==> config.mk <==
export PLATFORM = sky130hd
export DESIGN_NAME = hbus_wishbone_bridge
export DESIGN_NICKNAME = d
export VERILOG_FILES = /design/src/rtl/wb_pkg.sv /design/src/rtl/hbus_pkg.sv /design/src/rtl/wb_request_capture.sv /design/src/rtl/hbus_beat_sequencer.sv /design/src/rtl/wb_response_stage.sv /design/src/rtl/hbus_wishbone_bridge.sv
export SDC_FILE = /design/constraint.sdc
export NUM_CORES = 1
export LEC_CHECK = 0
export CORE_MARGIN = 2
export CORE_UTILIZATION = 36
export DETAILED_ROUTE_END_ITERATION = 16
export DONT_BUFFER_PORTS = 1
export GPL_ROUTABILITY_DRIVEN = 0
export GPL_TIMING_DRIVEN = 0
export HOLD_SLACK_MARGIN = 0.15
export SYNTH_ARGS = -nofsm -noshare
export SYNTH_HDL_FRONTEND = slang
export SYNTH_SLANG_ARGS = --single-unit
==> constraint.sdc <==
create_clock -name wb_clk -period 4.4 [get_ports wb_clk]
set_input_delay 0.22 -clock wb_clk [delete_from_list [all_inputs] [get_ports wb_clk]]
set_output_delay 0.22 -clock wb_clk [all_outputs]
set_load 0.02 [all_outputs]
==> src/rtl/wb_pkg.sv <==
`default_nettype none

package wb_pkg;

  // ********************
  // Wishbone bus widths
  // ********************

  localparam int wb_data_width = 32;
  localparam int wb_addr_width = 32;
  localparam int wb_sel_width  = wb_data_width / 8;

  // Word address drops the byte offset within a 32-bit word
  localparam int wb_word_adr_width = wb_addr_width - 2;

  // ********************
  // Data word views
  // ********************

  // One Wishbone data word, seen either as two halfwords
  // (one per HyperBus beat, beat 0 is the low half) or as four bytes
  // (one per byte select)
  typedef union packed {
    logic [1:0][wb_data_width/2-1:0]  half;
    logic [wb_sel_width-1:0][7:0]     bytes;
  } wb_word_u;

endpackage

`default_nettype wire

==> src/rtl/hbus_pkg.sv <==
`default_nettype none

package hbus_pkg;

  // ********************
  // HyperBus port widths
  // ********************

  localparam int hbus_data_width = 16;
  localparam int hbus_addr_width = 32;

  // A high mask bit means the byte lane is not written
  localparam int hbus_mask_width = hbus_data_width / 8;

  localparam int beats_per_word = 2;
  localparam int beat_idx_width = $clog2(beats_per_word);

  // ********************
  // Beat sequencer states
  // ********************

  localparam int seq_state_width = 2;

  localparam logic [seq_state_width-1:0] seq_idle   = 2'd0;
  localparam logic [seq_state_width-1:0] seq_beat   = 2'd1;
  localparam logic [seq_state_width-1:0] seq_finish = 2'd2;

endpackage

`default_nettype wire

==> src/rtl/wb_request_capture.sv <==
`timescale 1ns/1ns
`default_nettype none

module wb_request_capture
  import wb_pkg::*;
(
  input  logic                          wb_clk,
  input  logic                          wb_rst,
  input  logic [wb_addr_width-1:0]      wb_adr_i,
  input  logic [wb_data_width-1:0]      wb_dat_i,
  input  logic                          wb_we_i,
  input  logic [wb_sel_width-1:0]       wb_sel_i,
  input  logic                          wb_cyc_i,
  input  logic                          wb_stb_i,
  input  logic                          wb_ack_i,
  output logic                          cap_valid_o,
  output logic                          cap_we_o,
  output logic [wb_word_adr_width-1:0]  cap_adr_o,
  output logic [wb_data_width-1:0]      cap_dat_o,
  output logic [wb_sel_width-1:0]       cap_sel_o
);

  logic busy;
  logic take;

  // A cycle is taken only while no word is in flight
  assign take = wb_cyc_i && wb_stb_i && !busy;

  always_ff @(posedge wb_clk) begin
    if (wb_rst) begin
      busy        <= 1'b0;
      cap_valid_o <= 1'b0;
    end else begin
      cap_valid_o <= 1'b0;
      // Busy still covers the acknowledge cycle, so a strobe left high
      // there is not seen as a new request
      if (wb_ack_i) begin
        busy <= 1'b0;
      end else if (take) begin
        busy        <= 1'b1;
        cap_valid_o <= 1'b1;
      end
    end
  end

  always_ff @(posedge wb_clk) begin
    if (take) begin
      cap_we_o  <= wb_we_i;
      cap_adr_o <= wb_adr_i[wb_addr_width-1:wb_addr_width-wb_word_adr_width];
      cap_dat_o <= wb_dat_i;
      cap_sel_o <= wb_sel_i;
    end
  end

endmodule

`default_nettype wire

==> src/rtl/hbus_beat_sequencer.sv <==
`timescale 1ns/1ns
`default_nettype none

module hbus_beat_sequencer
  import wb_pkg::*;
  import hbus_pkg::*;
(
  input  logic                          wb_clk,
  input  logic                          wb_rst,
  input  logic                          cap_valid_i,
  input  logic                          cap_we_i,
  input  logic [wb_word_adr_width-1:0]  cap_adr_i,
  input  logic [wb_data_width-1:0]      cap_dat_i,
  input  logic [wb_sel_width-1:0]       cap_sel_i,
  input  logic [hbus_data_width-1:0]    hbus_dat_i,
  input  logic                          hbus_ready_i,
  input  logic                          hbus_valid_i,
  output logic [hbus_addr_width-1:0]    hbus_adr_o,
  output logic [hbus_data_width-1:0]    hbus_dat_o,
  output logic [hbus_mask_width-1:0]    hbus_mask_o,
  output logic                          hbus_rrq_o,
  output logic                          hbus_wrq_o,
  output logic                          beat_done_o,
  output logic [hbus_data_width-1:0]    beat_dat_o,
  output logic [beat_idx_width-1:0]     beat_idx_o,
  output logic                          word_done_o
);

  localparam logic [beat_idx_width-1:0] first_beat = '0;
  localparam logic [beat_idx_width-1:0] last_beat  = beat_idx_width'(beats_per_word - 1);

  logic [seq_state_width-1:0]    state_q;
  logic [beat_idx_width-1:0]     beat_q;
  logic                          we_q;
  logic [wb_word_adr_width-1:0]  adr_q;
  wb_word_u                      dat_q;
  logic [wb_sel_width-1:0]       sel_q;
  logic                          beat_end;
  logic                          last_needed;

  // True when at least one byte lane of the given beat is selected
  function automatic logic lane_active(input logic [wb_sel_width-1:0] sel,
                                       input logic [beat_idx_width-1:0] idx);
    return |sel[idx*hbus_mask_width +: hbus_mask_width];
  endfunction

  // ********************
  // Beat outputs
  // ********************

  assign hbus_adr_o  = hbus_addr_width'({adr_q, beat_q});
  assign hbus_dat_o  = dat_q.half[beat_q];
  assign hbus_mask_o = ~sel_q[beat_q*hbus_mask_width +: hbus_mask_width];
  assign word_done_o = (state_q == seq_finish);

  // The running beat ends on a sampled ready (write) or valid (read)
  assign beat_end = (hbus_wrq_o && hbus_ready_i) || (hbus_rrq_o && hbus_valid_i);

  // Word is finished after this beat if no later beat carries a byte
  assign last_needed = (beat_q == last_beat) ||
                       (we_q && !lane_active(sel_q, beat_q + 1'b1));

  // ********************
  // Beat walk FSM
  // ********************

  always_ff @(posedge wb_clk) begin
    if (wb_rst) begin
      state_q     <= seq_idle;
      beat_q      <= first_beat;
      hbus_rrq_o  <= 1'b0;
      hbus_wrq_o  <= 1'b0;
      beat_done_o <= 1'b0;
    end else begin
      beat_done_o <= 1'b0;
      case (state_q)
        seq_idle: begin
          if (cap_valid_i) begin
            if (!cap_we_i) begin
              // Reads always fetch both halves
              hbus_rrq_o <= 1'b1;
              beat_q     <= first_beat;
              state_q    <= seq_beat;
            end else if (lane_active(cap_sel_i, first_beat)) begin
              hbus_wrq_o <= 1'b1;
              beat_q     <= first_beat;
              state_q    <= seq_beat;
            end else if (lane_active(cap_sel_i, last_beat)) begin
              hbus_wrq_o <= 1'b1;
              beat_q     <= last_beat;
              state_q    <= seq_beat;
            end else begin
              // Nothing selected, so the word is done with no bus traffic
              state_q <= seq_finish;
            end
          end
        end

        seq_beat: begin
          if (beat_end) begin
            beat_done_o <= hbus_rrq_o;
            if (last_needed) begin
              hbus_rrq_o <= 1'b0;
              hbus_wrq_o <= 1'b0;
              state_q    <= seq_finish;
            end else begin
              beat_q <= beat_q + 1'b1;
            end
          end
        end

        seq_finish: begin
          state_q <= seq_idle;
        end

        default: begin
          state_q <= seq_idle;
        end
      endcase
    end
  end

  always_ff @(posedge wb_clk) begin
    if (cap_valid_i) begin
      we_q  <= cap_we_i;
      adr_q <= cap_adr_i;
      dat_q <= cap_dat_i;
      sel_q <= cap_sel_i;
    end
  end

  // Read data goes on to the response stage with the beat it belongs to
  always_ff @(posedge wb_clk) begin
    if (hbus_rrq_o && hbus_valid_i) begin
      beat_dat_o <= hbus_dat_i;
      beat_idx_o <= beat_q;
    end
  end

endmodule

`default_nettype wire

==> src/rtl/wb_response_stage.sv <==
`timescale 1ns/1ns
`default_nettype none

module wb_response_stage
  import wb_pkg::*;
  import hbus_pkg::*;
(
  input  logic                        wb_clk,
  input  logic                        wb_rst,
  input  logic                        beat_done_i,
  input  logic [hbus_data_width-1:0]  beat_dat_i,
  input  logic [beat_idx_width-1:0]   beat_idx_i,
  input  logic                        word_done_i,
  output logic [wb_data_width-1:0]    wb_dat_o,
  output logic                        wb_ack_o
);

  wb_word_u asm_q;
  wb_word_u asm_next;

  // The last read beat may arrive together with word_done,
  // so the outgoing word is taken from the merged value
  always_comb begin
    asm_next = asm_q;
    if (beat_done_i) begin
      asm_next.half[beat_idx_i] = beat_dat_i;
    end
  end

  always_ff @(posedge wb_clk) begin
    asm_q <= asm_next;
    if (word_done_i) begin
      wb_dat_o <= asm_next;
    end
  end

  // ********************
  // Acknowledge
  // ********************

  always_ff @(posedge wb_clk) begin
    if (wb_rst) begin
      wb_ack_o <= 1'b0;
    end else begin
      wb_ack_o <= word_done_i;
    end
  end

endmodule

`default_nettype wire

==> src/rtl/hbus_wishbone_bridge.sv <==
`timescale 1ns/1ns
`default_nettype none

module hbus_wishbone_bridge
  import wb_pkg::*;
  import hbus_pkg::*;
(
  input  logic                        wb_clk,
  input  logic                        wb_rst,
  input  logic [wb_addr_width-1:0]    wb_adr_i,
  input  logic [wb_data_width-1:0]    wb_dat_i,
  input  logic                        wb_we_i,
  input  logic [wb_sel_width-1:0]     wb_sel_i,
  input  logic                        wb_cyc_i,
  input  logic                        wb_stb_i,
  output logic [wb_data_width-1:0]    wb_dat_o,
  output logic                        wb_ack_o,
  output logic [hbus_addr_width-1:0]  hbus_adr_o,
  input  logic [hbus_data_width-1:0]  hbus_dat_i,
  output logic [hbus_data_width-1:0]  hbus_dat_o,
  output logic [hbus_mask_width-1:0]  hbus_mask_o,
  output logic                        hbus_rrq_o,
  output logic                        hbus_wrq_o,
  input  logic                        hbus_ready_i,
  input  logic                        hbus_valid_i
);

  logic                          cap_valid;
  logic                          cap_we;
  logic [wb_word_adr_width-1:0]  cap_adr;
  logic [wb_data_width-1:0]      cap_dat;
  logic [wb_sel_width-1:0]       cap_sel;

  logic                          beat_done;
  logic [hbus_data_width-1:0]    beat_dat;
  logic [beat_idx_width-1:0]     beat_idx;
  logic                          word_done;

  wb_request_capture u_capture (
    .wb_clk       (wb_clk),
    .wb_rst       (wb_rst),
    .wb_adr_i     (wb_adr_i),
    .wb_dat_i     (wb_dat_i),
    .wb_we_i      (wb_we_i),
    .wb_sel_i     (wb_sel_i),
    .wb_cyc_i     (wb_cyc_i),
    .wb_stb_i     (wb_stb_i),
    .wb_ack_i     (wb_ack_o),
    .cap_valid_o  (cap_valid),
    .cap_we_o     (cap_we),
    .cap_adr_o    (cap_adr),
    .cap_dat_o    (cap_dat),
    .cap_sel_o    (cap_sel)
  );

  hbus_beat_sequencer u_sequencer (
    .wb_clk        (wb_clk),
    .wb_rst        (wb_rst),
    .cap_valid_i   (cap_valid),
    .cap_we_i      (cap_we),
    .cap_adr_i     (cap_adr),
    .cap_dat_i     (cap_dat),
    .cap_sel_i     (cap_sel),
    .hbus_dat_i    (hbus_dat_i),
    .hbus_ready_i  (hbus_ready_i),
    .hbus_valid_i  (hbus_valid_i),
    .hbus_adr_o    (hbus_adr_o),
    .hbus_dat_o    (hbus_dat_o),
    .hbus_mask_o   (hbus_mask_o),
    .hbus_rrq_o    (hbus_rrq_o),
    .hbus_wrq_o    (hbus_wrq_o),
    .beat_done_o   (beat_done),
    .beat_dat_o    (beat_dat),
    .beat_idx_o    (beat_idx),
    .word_done_o   (word_done)
  );

  wb_response_stage u_response (
    .wb_clk       (wb_clk),
    .wb_rst       (wb_rst),
    .beat_done_i  (beat_done),
    .beat_dat_i   (beat_dat),
    .beat_idx_i   (beat_idx),
    .word_done_i  (word_done),
    .wb_dat_o     (wb_dat_o),
    .wb_ack_o     (wb_ack_o)
  );

endmodule

`default_nettype wire

-- Yosys cells after proc, flatten, opt, wreduce, memory -nomap -nowiden
Index checks and enable logic that the tools add are counted.
- bits in registers: 224
- bits in latches: 0
- RAM bits: 0
- memory bits (read-only): 0
- input port bits: 91
- memories kept: 0
- add/subtract/negate cells: 1
- $mul: 0
- div/mod/pow operators: 0
- order comparisons: 3
- equality and inequality tests: 10
- shifts and indexed selects: 2
- mux-type cells: 30
- bitwise gates (word level): 3
- reductions and logical operators: 21
- operators with widths (operator ; number):
    $mux 16 ; 3
    $bwmux 32 ; 1
    $mux 32 ; 1
    $demux 16 s1 ; 1
    $mux 1 ; 14
    $mux 2 ; 6
    $reduce_and 5->1 ; 2
    $ne 2x2->1 const B ; 4
    $reduce_or 2->1 ; 4
    $shiftx 4x3->2 ; 2
    $logic_and 1x1->1 ; 6
    $pmux 1 s2 ; 3
    $reduce_and 6->1 ; 1
    $lt 1x2->1 const B ; 2
    $ne 2x1->1 const B ; 2
    $ne 4x2->1 const B ; 1
    $pmux 2 s2 ; 1
    $ne 3x1->1 const B ; 1
    $reduce_and 3->1 ; 1
    $reduce_or 3->1 ; 1
    $eq 2x1->1 const B ; 1
    $eq 2x2->1 const B ; 1
    $logic_not 1->1 ; 2
    $logic_not 2->1 ; 1
    other kinds (6) ; 8

-- Longest topological paths before layout
Gate-level depths: netlist (run 1).
- depth after elaboration: 9
- gate-level depth with buffers: 5
- mapped depth without buffers: 4

-- Modules after synthesis
A second synthesis (run 1) with hierarchy kept.
- cells, all modules: 322
- area, all modules: 7268.2 um2
- by module, submodules not included (module ; times used ; cells an instance ; area each (um2)):
    hbus_beat_sequencer ; 1 ; 145 ; 3103.0
    wb_response_stage ; 1 ; 103 ; 2083.2
    wb_request_capture ; 1 ; 74 ; 2082.0

-- Least setup slack after synthesis (run 1)
No wires, ideal clock.
- path type: reg2reg
- start point: reg u_capture.busy
- end point: reg u_capture.cap_adr_o[0] (enable)
- setup time: 0.493 ns
- arrival time: 3.117 ns
- required time: 3.907 ns
- slack: 0.790 ns
- stages on the path, launching flop included: 2
- buffers on the path: 0
- period minus slack after synthesis: 3.610 ns
- cell sequence: dfxtp_1 -> nor2_1
- word-level cells in the longest chain between the ends: 2
- RTL lines (what ; RTL line ; source):
    from (decl) ; wb_request_capture.sv:23 ; logic busy;
    from (signal assigned) ; wb_request_capture.sv:31 ; busy <= 1'b0;
    from (signal assigned) ; wb_request_capture.sv:38 ; busy <= 1'b0;
    from (signal assigned) ; wb_request_capture.sv:40 ; busy <= 1'b1;
    $logic_not 1->1 ; wb_request_capture.sv:27 ; assign take = wb_cyc_i && wb_stb_i && !busy;
    $logic_and 1x1->1 ; wb_request_capture.sv:27 ;
    named net u_capture.take ; wb_request_capture.sv:24 ; logic take;
    to (signal assigned) ; wb_request_capture.sv:49 ; cap_adr_o <= wb_adr_i[wb_addr_width-1:wb_addr_width-wb_word_adr_width];
    to (decl) ; wb_request_capture.sv:18 ; output logic [wb_word_adr_width-1:0] cap_adr_o,
The timed path passes the listed nets, and every way through them passes these cells.
A chain may end at the register's enable or synchronous reset.

-- Worst setup path in the final report (run 1)
- start point: reg u_sequencer.beat_q
- end point: out hbus_mask_o[0]
- word-level cells in the longest chain between the ends: 2
- RTL lines (what ; RTL line ; source):
    from (decl) ; hbus_beat_sequencer.sv:33 ; logic [beat_idx_width-1:0] beat_q;
    from (signal assigned) ; hbus_beat_sequencer.sv:70 ; beat_q <= first_beat;
    from (signal assigned) ; hbus_beat_sequencer.sv:82 ; beat_q <= first_beat;
    from (signal assigned) ; hbus_beat_sequencer.sv:86 ; beat_q <= first_beat;
    $shiftx 4x3->2 ; hbus_beat_sequencer.sv:53 ; assign hbus_mask_o = ~sel_q[beat_q*hbus_mask_width +: hbus_mask_width];
    $not 2->2 ; hbus_beat_sequencer.sv:53 ;
    to (decl) ; hbus_wishbone_bridge.sv:21 ; output logic [hbus_mask_width-1:0] hbus_mask_o,
Every way passes these cells.

==> impl_metrics.toml, run 1 <==
[critical_path]
crit_path_start_kind = "flop"
reg2reg_depth = 4
endpoint_kind = "primary output"
worstSetupPathType = "reg -> out"
crit_arrival_ps = 2160
worstPathRequired_ps = 4180
crit_path_max_fanout = 10

[timing]
post-route-period-util_pct = 54.2
rsz0062_at_grt = "no"
hold_viol = 0
fmax_ghz = 0.419
tns_ps = 0
min_period_ps = 2380
setup_viol = 0
tightest_slew_ps = 935
slew_violations = 0
clock_skew_ps = 16.9
slew_headroom_pct = 37.5

[clock_tree]
cts_buffers = 24
postCtsSetupRepairBufs = 0
htreeDepth = 1
clock_sinks = 224
cts_hold_buf = 89
tritoncts = "yes"
root_buffer = "clkbuf_16"
cts_resized = 0
cts_buffer_depth = 3
cts.clk_slew.worst_paths_ps = 60
clkLatencyLatePin_ps = 510

[floorplanning]
num_io_pins = 176
placementRows = 51
core_um2 = 19600
start_util_pct = 36.9
die_x_um = 146
fp.dieH_um = 146
die_area_um2 = 21200

[synth]
syn-num-nets = 420
synth_warnings = 0
synth_area_um2 = 7230
synth.top_cell.area_share_pct = 76.1
avgSynthCellArea_um2 = 22.0
synth_cell_types = 33
yosys.area.top_type = "edfxtp_1"
ys_ff_latch = 224
ys_top_cells_by_area = "edfxtp_1 76%, dfxtp_1 11%, mux2_2 7.5%, a21oi_1 0.55%, buf_2 0.35%"
syn_inst = 329
ys_seq_area_share_pct = 87.4

[detailed_routing]
vias = 3316
route.detailed.drc = 0
drt_wl_total_mm = 13.5
wl_per_cell_um = 18.6
vias_per_cell = 4.56
drtIter0Drc = 103
first_pass_iters = 4
ant_nets = 0

[power_and_ir_drop]
p_leak_uw = 0.00315
vdd_drop_max_mv = 0.314
p_total_uw = 4480
power.density_nw_per_um2 = 483

[global_route]
antenna_found_initial = 0
grt_overflow_total = 0
grt_pass1_wl_mm = 21.0
grt_pass1_vias = 3676
grt_max_degree = 70
grt_usage_pct = 12.8

[hold_path]
hold_class = "in -> reg"
hold_depth = 2

[final_layout]
antennaDiodeCount = 0
multi_input_area_um2 = 862
nets = 536
areaGrowthSynthToFinish_pct = 28.2
final_core_util_pct = 47.3
seq_area_um2 = 6320
layout_commonest_cell = "edfxtp_1"
layout_common_cells = "183 x edfxtp_1, 89 x dlygate4sd3_1, 48 x mux2_2"
fillers = 1622
stdcell_area_um2 = 9270
drive_gt1_share_pct = 22.1

[place]
dp_hpwl_mm = 7.86
postPlaceCellArea_um2 = 7600
port_buffers = 0

[status]
status = "finished, final reports clean"

[flow_run]
cap_violations = 0
==> final cells by class <==
| type | instances | share of cell area (%) |
|---|---|---|
| Sequential cell | 224 | 68.2 |
| Timing Repair Buffer | 90 | 9.83 |
| Multi-Input combinational cell | 93 | 9.30 |
| Clock buffer | 38 | 7.70 |
| Tap cell | 265 | 3.58 |
| Clock inverter | 5 | 0.716 |
| Buffer | 8 | 0.513 |
| Inverter | 4 | 0.162 |
==> critical path, stage by stage, from the launching register on <==
cell     delay (ps)
dfxtp_1         440
buf_2           330
buf_2           340
mux2i_1         540
==> power by group <==
part           switching (uW)  internal (uW)
combinational            56.4           74.5
clock                     780           1170
sequential               40.5           2360
total                     877           3600
==> metal layers <==
metal | track usage, % | part of all wire [%] | vias to the layer above
met5 | 0 | 0 | -
met3 | 5.45 | 10 | 23
li1 | - | - | 1506
met1 | 15.1 | 39 | 1603
met4 | 4.07 | 2.6 | 0
met2 | 21.3 | 48 | 184
==> synthesized netlist by cell type (all sizes together) <==
cell / number
mux2i: 2
nor2: 6
nor3b: 2
nor4: 4
nor2b: 1
buf: 8
o21a: 2
and2: 1
dfxtp: 41
o21ba: 1
o211ai: 1
nand2: 3
mux2: 48
nor3: 2
o221ai: 1
nand3: 1
or3b: 1
inv: 4
a221oi: 1
nand2b: 1
or3: 1
a21boi: 1
conb: 1
a21o: 1
a211oi: 1
o21ai: 1
edfxtp: 183
a22oi: 1
a21oi: 8
==> metrics by stage <==
step / setup slack, ps / hold slack (ps) / instances
floorplan: 790 / 291 / 329
global placement: -206 / 300 / 594
detailed placement: 2330 / 291 / 595
CTS: 1920 / 175 / 727
global route: 1880 / 222 / 727
finish: 2020 / 205 / 727
==> flip-flops by register name (all words and copies together), names as in the netlist, 2 cells and up <==
| name | count |
|---|---|
| u_capture.cap_adr_o | 30 |
| u_capture.cap_dat_o | 32 |
| u_capture.cap_sel_o | 4 |
| u_response.asm_q | 32 |
| u_response.wb_dat_o | 32 |
| u_sequencer.adr_q | 30 |
| u_sequencer.beat_dat_o | 16 |
| u_sequencer.dat_q | 32 |
| u_sequencer.sel_q | 4 |
| u_sequencer.state_q | 2 |
==> worst paths after layout <==
path | endpoint | from | slack (ps)
worst max-delay path | hbus_mask_o[0] | u_sequencer.beat_q | 2020
worst min-delay path | u_capture.cap_dat_o[27] | wb_stb_i | 210
worst max register to register | u_sequencer.beat_q | u_capture.cap_valid_o | 2330
worst min register to register | u_sequencer.adr_q[16] | u_capture.cap_adr_o[16] | 410
==> cell families after synthesis <==
group                  synth area share, %
other                               0.0519
AO/OA/AOI/OAI                         1.85
AND/OR/NAND/NOR                       2.06
flip-flops                            87.4
multiplexers                          7.76
buffers and inverters                0.866
(Power assumes the default switching activity.)
==> run 2, diff against run 1 <==
==> constraint.sdc (replaced) <==
create_clock -name wb_clk -period 1.9 [get_ports wb_clk]
set_input_delay 0.095 -clock wb_clk [delete_from_list [all_inputs] [get_ports wb_clk]]
set_output_delay 0.095 -clock wb_clk [all_outputs]
set_load 0.02 [all_outputs]
==> impl_metrics.toml, run 2 (synthesis results as in run 1) <==
[power_and_ir_drop]
p_total_uw = 10700
p_int_uw = 8600
p_leak_uw = 0.00322
p_seq_share_pct = 51.8
comb_power_share_pct = 3.1
vdd_drop_max_mv = 1.02
power.density_nw_per_um2 = 1130
power.switching_uw = 2090
netSwitchingFraction_pct = 19.6
pwr-share-clk_pct = 45.1

[detailed_routing]
ant_nets = 0
wl_per_cell_um = 18.4
first_pass_iters = 4
vias = 3307
drtIter0Drc = 102
drt_wl_total_mm = 13.5
vias_per_cell = 4.51
route.detailed.drc = 0

[clock_tree]
cts_buffers = 25
htreeDepth = 1
cts.clk_slew.worst_paths_ps = 60
clkLatencyLatePin_ps = 520
tritoncts = "yes"
clock_sinks = 224
root_buffer = "clkbuf_16"
cts_buffer_depth = 3

[critical_path]
cp-startpoint = "u_sequencer.beat_q"
reg2reg_depth = 5
crit_end = "hbus_dat_o[0]"
crit_path_max_fanout = 10
endpoint_kind = "primary output"
crit_path_start_kind = "flop"
worstPathRequired_ps = 1800
worstSetupPathType = "reg -> out"
worstReg2RegEnd = "u_sequencer.state_q[0]"
crit_arrival_ps = 1710
r2r_setup_slack_ps = 120
r2r_start = "u_sequencer.hbus_rrq_o"

[timing]
setup_viol = 0
slew_headroom_pct = 38.5
hold_viol = 0
clock_skew_ps = 20.3
fin_ws_ps = 97.7
slew_violations = 0
rsz0062_at_grt = "no"
min_period_ps = 1800
tightest_slew_ps = 920
whs_ps = 171
fmax_ghz = 0.555
post-route-period-util_pct = 94.9

[global_route]
grt_pass1_vias = 3667
grt_pass1_wl_mm = 21.0
grt_overflow_total = 0
grt_max_degree = 38
grt_usage_pct = 12.8
antenna_found_initial = 0

[final_layout]
nets = 541
stdcell_count = 734
drive_gt1_share_pct = 23.9
antennaDiodeCount = 0
areaGrowthSynthToFinish_pct = 30.6
layout_commonest_cell = "edfxtp_1"
stdcell_area_um2 = 9440
fillers = 1622
layout_common_cells = "183 x edfxtp_1, 91 x dlygate4sd3_1, 48 x mux2_2"

[floorplanning]
core_um2 = 19600
die_x_um = 146
start_util_pct = 36.9
die_area_um2 = 21200
fp.dieH_um = 146
placementRows = 51
num_io_pins = 176

[place]
pre_cts_slack_ps = -144
dp_hpwl_mm = 7.95
dp_cells = 596
port_buffers = 0
postPlaceCellArea_um2 = 7620

[hold_path]
min-delay-start = "hbus_valid_i"
hold_class = "in -> reg"

[status]
status = "finished, final reports clean"

[flow_run]
cap_violations = 0
run 2: cell types whose count changed in the layout (fill, tap and decap cells not counted), sizes merged:
cell         before  now
clkinvlp          0    2
dlygate4sd3      89   91
clkinv            2    7
inv               6    7
clkbuf           38   31
bufinv            1    3
buf               9   11
run 2: timing repair:
item | in CTS | in global routing
hold buffers | 91 | 0
buffers inserted | 1 | 0
resized for setup | 10 | 0
endpoints found under the hold margin | 106 | 0
endpoints found under the setup margin | 12 | 0
run 2: per-layer routing:
layer	GRT usage (%)	vias up	part of all wire [%]
li1	-	1519	-
met1	14.7	1588	40
met2	21.7	171	48
met3	5.24	29	9.1
met4	4.46	0	3.2
met5	0	-	0
run 2: cell type report:
type | count | area, um2 | area share (%)
sequential | 224 | 6320 | 67.0
tap | 265 | 332 | 3.51
clock inverter | 15 | 164 | 1.74
clock buffer | 31 | 679 | 7.20
buffer | 8 | 60.1 | 0.636
timing repair buffer | 94 | 978 | 10.4
multi-input combinational | 93 | 888 | 9.41
inverter | 4 | 15.0 | 0.159
run 2: worst min-delay path by stage:
| stage | endpoint | slack, ps | cells past startpoint |
|---|---|---|---|
| after global placement | u_capture.cap_valid_o | 170 | 1 |
| after detailed placement | u_capture.cap_valid_o | 170 | 1 |
| after CTS | u_sequencer.state_q[1] | 150 | 4 |
| after floorplan | u_capture.cap_valid_o | 160 | 1 |
| after global routing | u_capture.cap_adr_o[7] | 180 | 1 |
| final | u_sequencer.beat_dat_o[8] | 170 | 1 |
run 2: worst max-delay path: stages, from the launching register on:
cell,delay (ps)
dfxtp_2,380
buf_6,190
buf_6,210
mux2_2,430
run 2: stage by stage:
step / utilization (%) / setup TNS, ps
after global routing: 48.2 / 0
after global placement: 38.6 / -26830
after floorplan: - / 0
after detailed placement: 38.9 / -284
final: 48.2 / 0
after CTS: 48.2 / 0
run 2: power by group through the flow:
stage               sequential, uW  clock (uW)  combinational (uW)
floorplan                     5630           0                 113
global placement              5650           0                 136
detailed placement            5650           0                 156
finish                        5540        4820                 331
global route                  5550        5200                 357
CTS                           5540        4970                 331
==> run 3, diff against run 2 <==
--- a/config.mk
+++ b/config.mk
@@ -5,6 +5,8 @@
 export SDC_FILE = /design/constraint.sdc
 export NUM_CORES = 1
 export LEC_CHECK = 0
+export CELL_PAD_IN_SITES_DETAIL_PLACEMENT = 1
+export CELL_PAD_IN_SITES_GLOBAL_PLACEMENT = 1
 export CORE_MARGIN = 2
 export CORE_UTILIZATION = 36
 export DETAILED_ROUTE_END_ITERATION = 16
@@ -12,6 +14,7 @@
 export GPL_ROUTABILITY_DRIVEN = 0
 export GPL_TIMING_DRIVEN = 0
 export HOLD_SLACK_MARGIN = 0.15
+export PLACE_DENSITY_LB_ADDON = 0.1
 export SYNTH_ARGS = -nofsm -noshare
 export SYNTH_HDL_FRONTEND = slang
 export SYNTH_SLANG_ARGS = --single-unit
==> impl_metrics.toml, run 3 (synthesis results as in run 1) <==
[global_route]
grt_overflow_total = 0
grt_pass1_wl_mm = 21.4
grt_max_degree = 37
antenna_found_initial = 0
grt_usage_pct = 13.0
grt_pass1_vias = 3670

[floorplanning]
num_io_pins = 176
fp.dieH_um = 146
die_x_um = 146
die_area_um2 = 21200
placementRows = 51
core_um2 = 19600
start_util_pct = 36.9

[clock_tree]
cts_buffers = 24
htreeDepth = 1
clock_sinks = 224
tritoncts = "yes"
cts_buffer_depth = 3
clkLatencyLatePin_ps = 520
cts.clk_slew.worst_paths_ps = 60
root_buffer = "clkbuf_16"

[detailed_routing]
drtIter0Drc = 123
vias = 3308
drt_wl_total_mm = 13.8
vias_per_cell = 4.51
route.detailed.drc = 0
ant_nets = 0
wl_per_cell_um = 18.8
first_pass_iters = 4

[timing]
min_period_ps = 1830
fmax_ghz = 0.545
slew_headroom_pct = 55.3
tightest_slew_ps = 669
hold_viol = 0
slew_violations = 0
post-route-period-util_pct = 96.5
clock_skew_ps = 14.6
setup_viol = 0
tns_ps = 0

[final_layout]
drive_gt1_share_pct = 23.1
layout_commonest_cell = "edfxtp_1"
stdcell_count = 733
antennaDiodeCount = 0
fillers = 1802
layout_common_cells = "183 x edfxtp_1, 91 x dlygate4sd3_1, 48 x mux2_2"
nets = 542
areaGrowthSynthToFinish_pct = 29.8

[critical_path]
endpoint_kind = "flop"
cpPeakStageDelay_ps = 620
worstSetupPathType = "reg -> reg"
reg2reg_depth = 5
path_buf_inv = 1
worstPathRequired_ps = 2320
path_depth = 5
critPathTopFamily = "buffers and inverters"
crit_arrival_ps = 2250
crit_path_start_kind = "flop"
crit_slowest_cell = "dlygate4sd3_1"
crit_path_max_fanout = 4
crit_chain = "a22oi_1 > dlygate4sd3_1 > a21oi_1 > nor2_1 > o21a_1"

[flow_run]
cap_violations = 0

[hold_path]
hold_depth = 1
hold_class = "in -> reg"

[power_and_ir_drop]
pwr-share-clk_pct = 41.8
p_leak_uw = 0.00318
power.density_nw_per_um2 = 1080
p_seq_share_pct = 54.8
power.switching_uw = 2030
p_int_uw = 8060
comb_power_share_pct = 3.4
netSwitchingFraction_pct = 20.2
vdd_drop_max_mv = 0.782

[status]
status = "finished, final reports clean"

[place]
port_buffers = 0
dp_hpwl_mm = 7.94
dp_cells = 597
run 3: cell count changes in the layout (fill, tap and decap cells not counted), sizes merged:
cell and change:
clkinvlp -1, buf +2, inv -3, clkinv +4, bufinv -3
run 3: final cells by class:
cell class              count  area [um2]  area share [%]
inverters                   4        15.0           0.160
flip-flops and latches    224        6320            67.4
clock inverters            12        83.8           0.894
plain buffers               8        63.8           0.680
multi-input cells          93         888            9.47
well taps                 265         332            3.54
repair buffers             96        1030            10.9
clock buffers              31         647            6.90
run 3: path summary, 6_finish.rpt:
check / start / to / slack (ps)
max reg2reg: u_sequencer.hbus_wrq_o / u_sequencer.state_q[0] / 70
min reg2reg: u_capture.cap_adr_o[13] / u_sequencer.adr_q[13] / 410
max: u_sequencer.hbus_wrq_o / u_sequencer.state_q[0] / 70
min: hbus_valid_i / u_sequencer.beat_idx_o / 170
run 3: through the flow:
step	setup WS, ps	power, uW	util [%]	hold WS (ps)	cell area [um2]
after floorplan	148	5740	-	162	7240
after global routing	-9.45	10500	47.9	172	9380
after CTS	8.95	10200	47.7	167	9350
after detailed placement	-266	5810	39.0	166	7640
after global placement	-425	5790	38.6	165	7570
final	65.8	10100	47.9	175	9380
run 3: timing repair:
action                     4_1_cts  5_1_grt
hold buffers                    91        0
gates resized for setup         10        2
setup endpoints to repair       29       10
hold endpoints to repair       108        0
setup buffers                    1        1
run 3: layer usage:
| layer | routed length, um | up-vias | GRT usage (%) |
|---|---|---|---|
| met5 | 0 | - | 0 |
| met4 | 309 | 0 | 4.66 |
| met3 | 1240 | 24 | 5.58 |
| met2 | 7010 | 145 | 22.4 |
| met1 | 5260 | 1624 | 14.4 |
| li1 | - | 1515 | - |
run 3: power groups by stage:
stage | clock network, uW | logic (uW) | registers (uW)
5_1_grt | 4560 | 373 | 5550
4_1_cts | 4360 | 334 | 5540
6_report | 4220 | 343 | 5530
3_5_place_dp | 0 | 159 | 5650
3_3_place_gp | 0 | 140 | 5650
2_1_floorplan | 0 | 113 | 5630
run 3: worst register-to-register path: cells and delay by family, from the launching register on:
kind / cells / cell delay [ps]
buffers and inverters: 1 / 620
flip-flops: 1 / 540
AO/OA/AOI/OAI: 3 / 520
AND/OR/NAND/NOR: 1 / 50
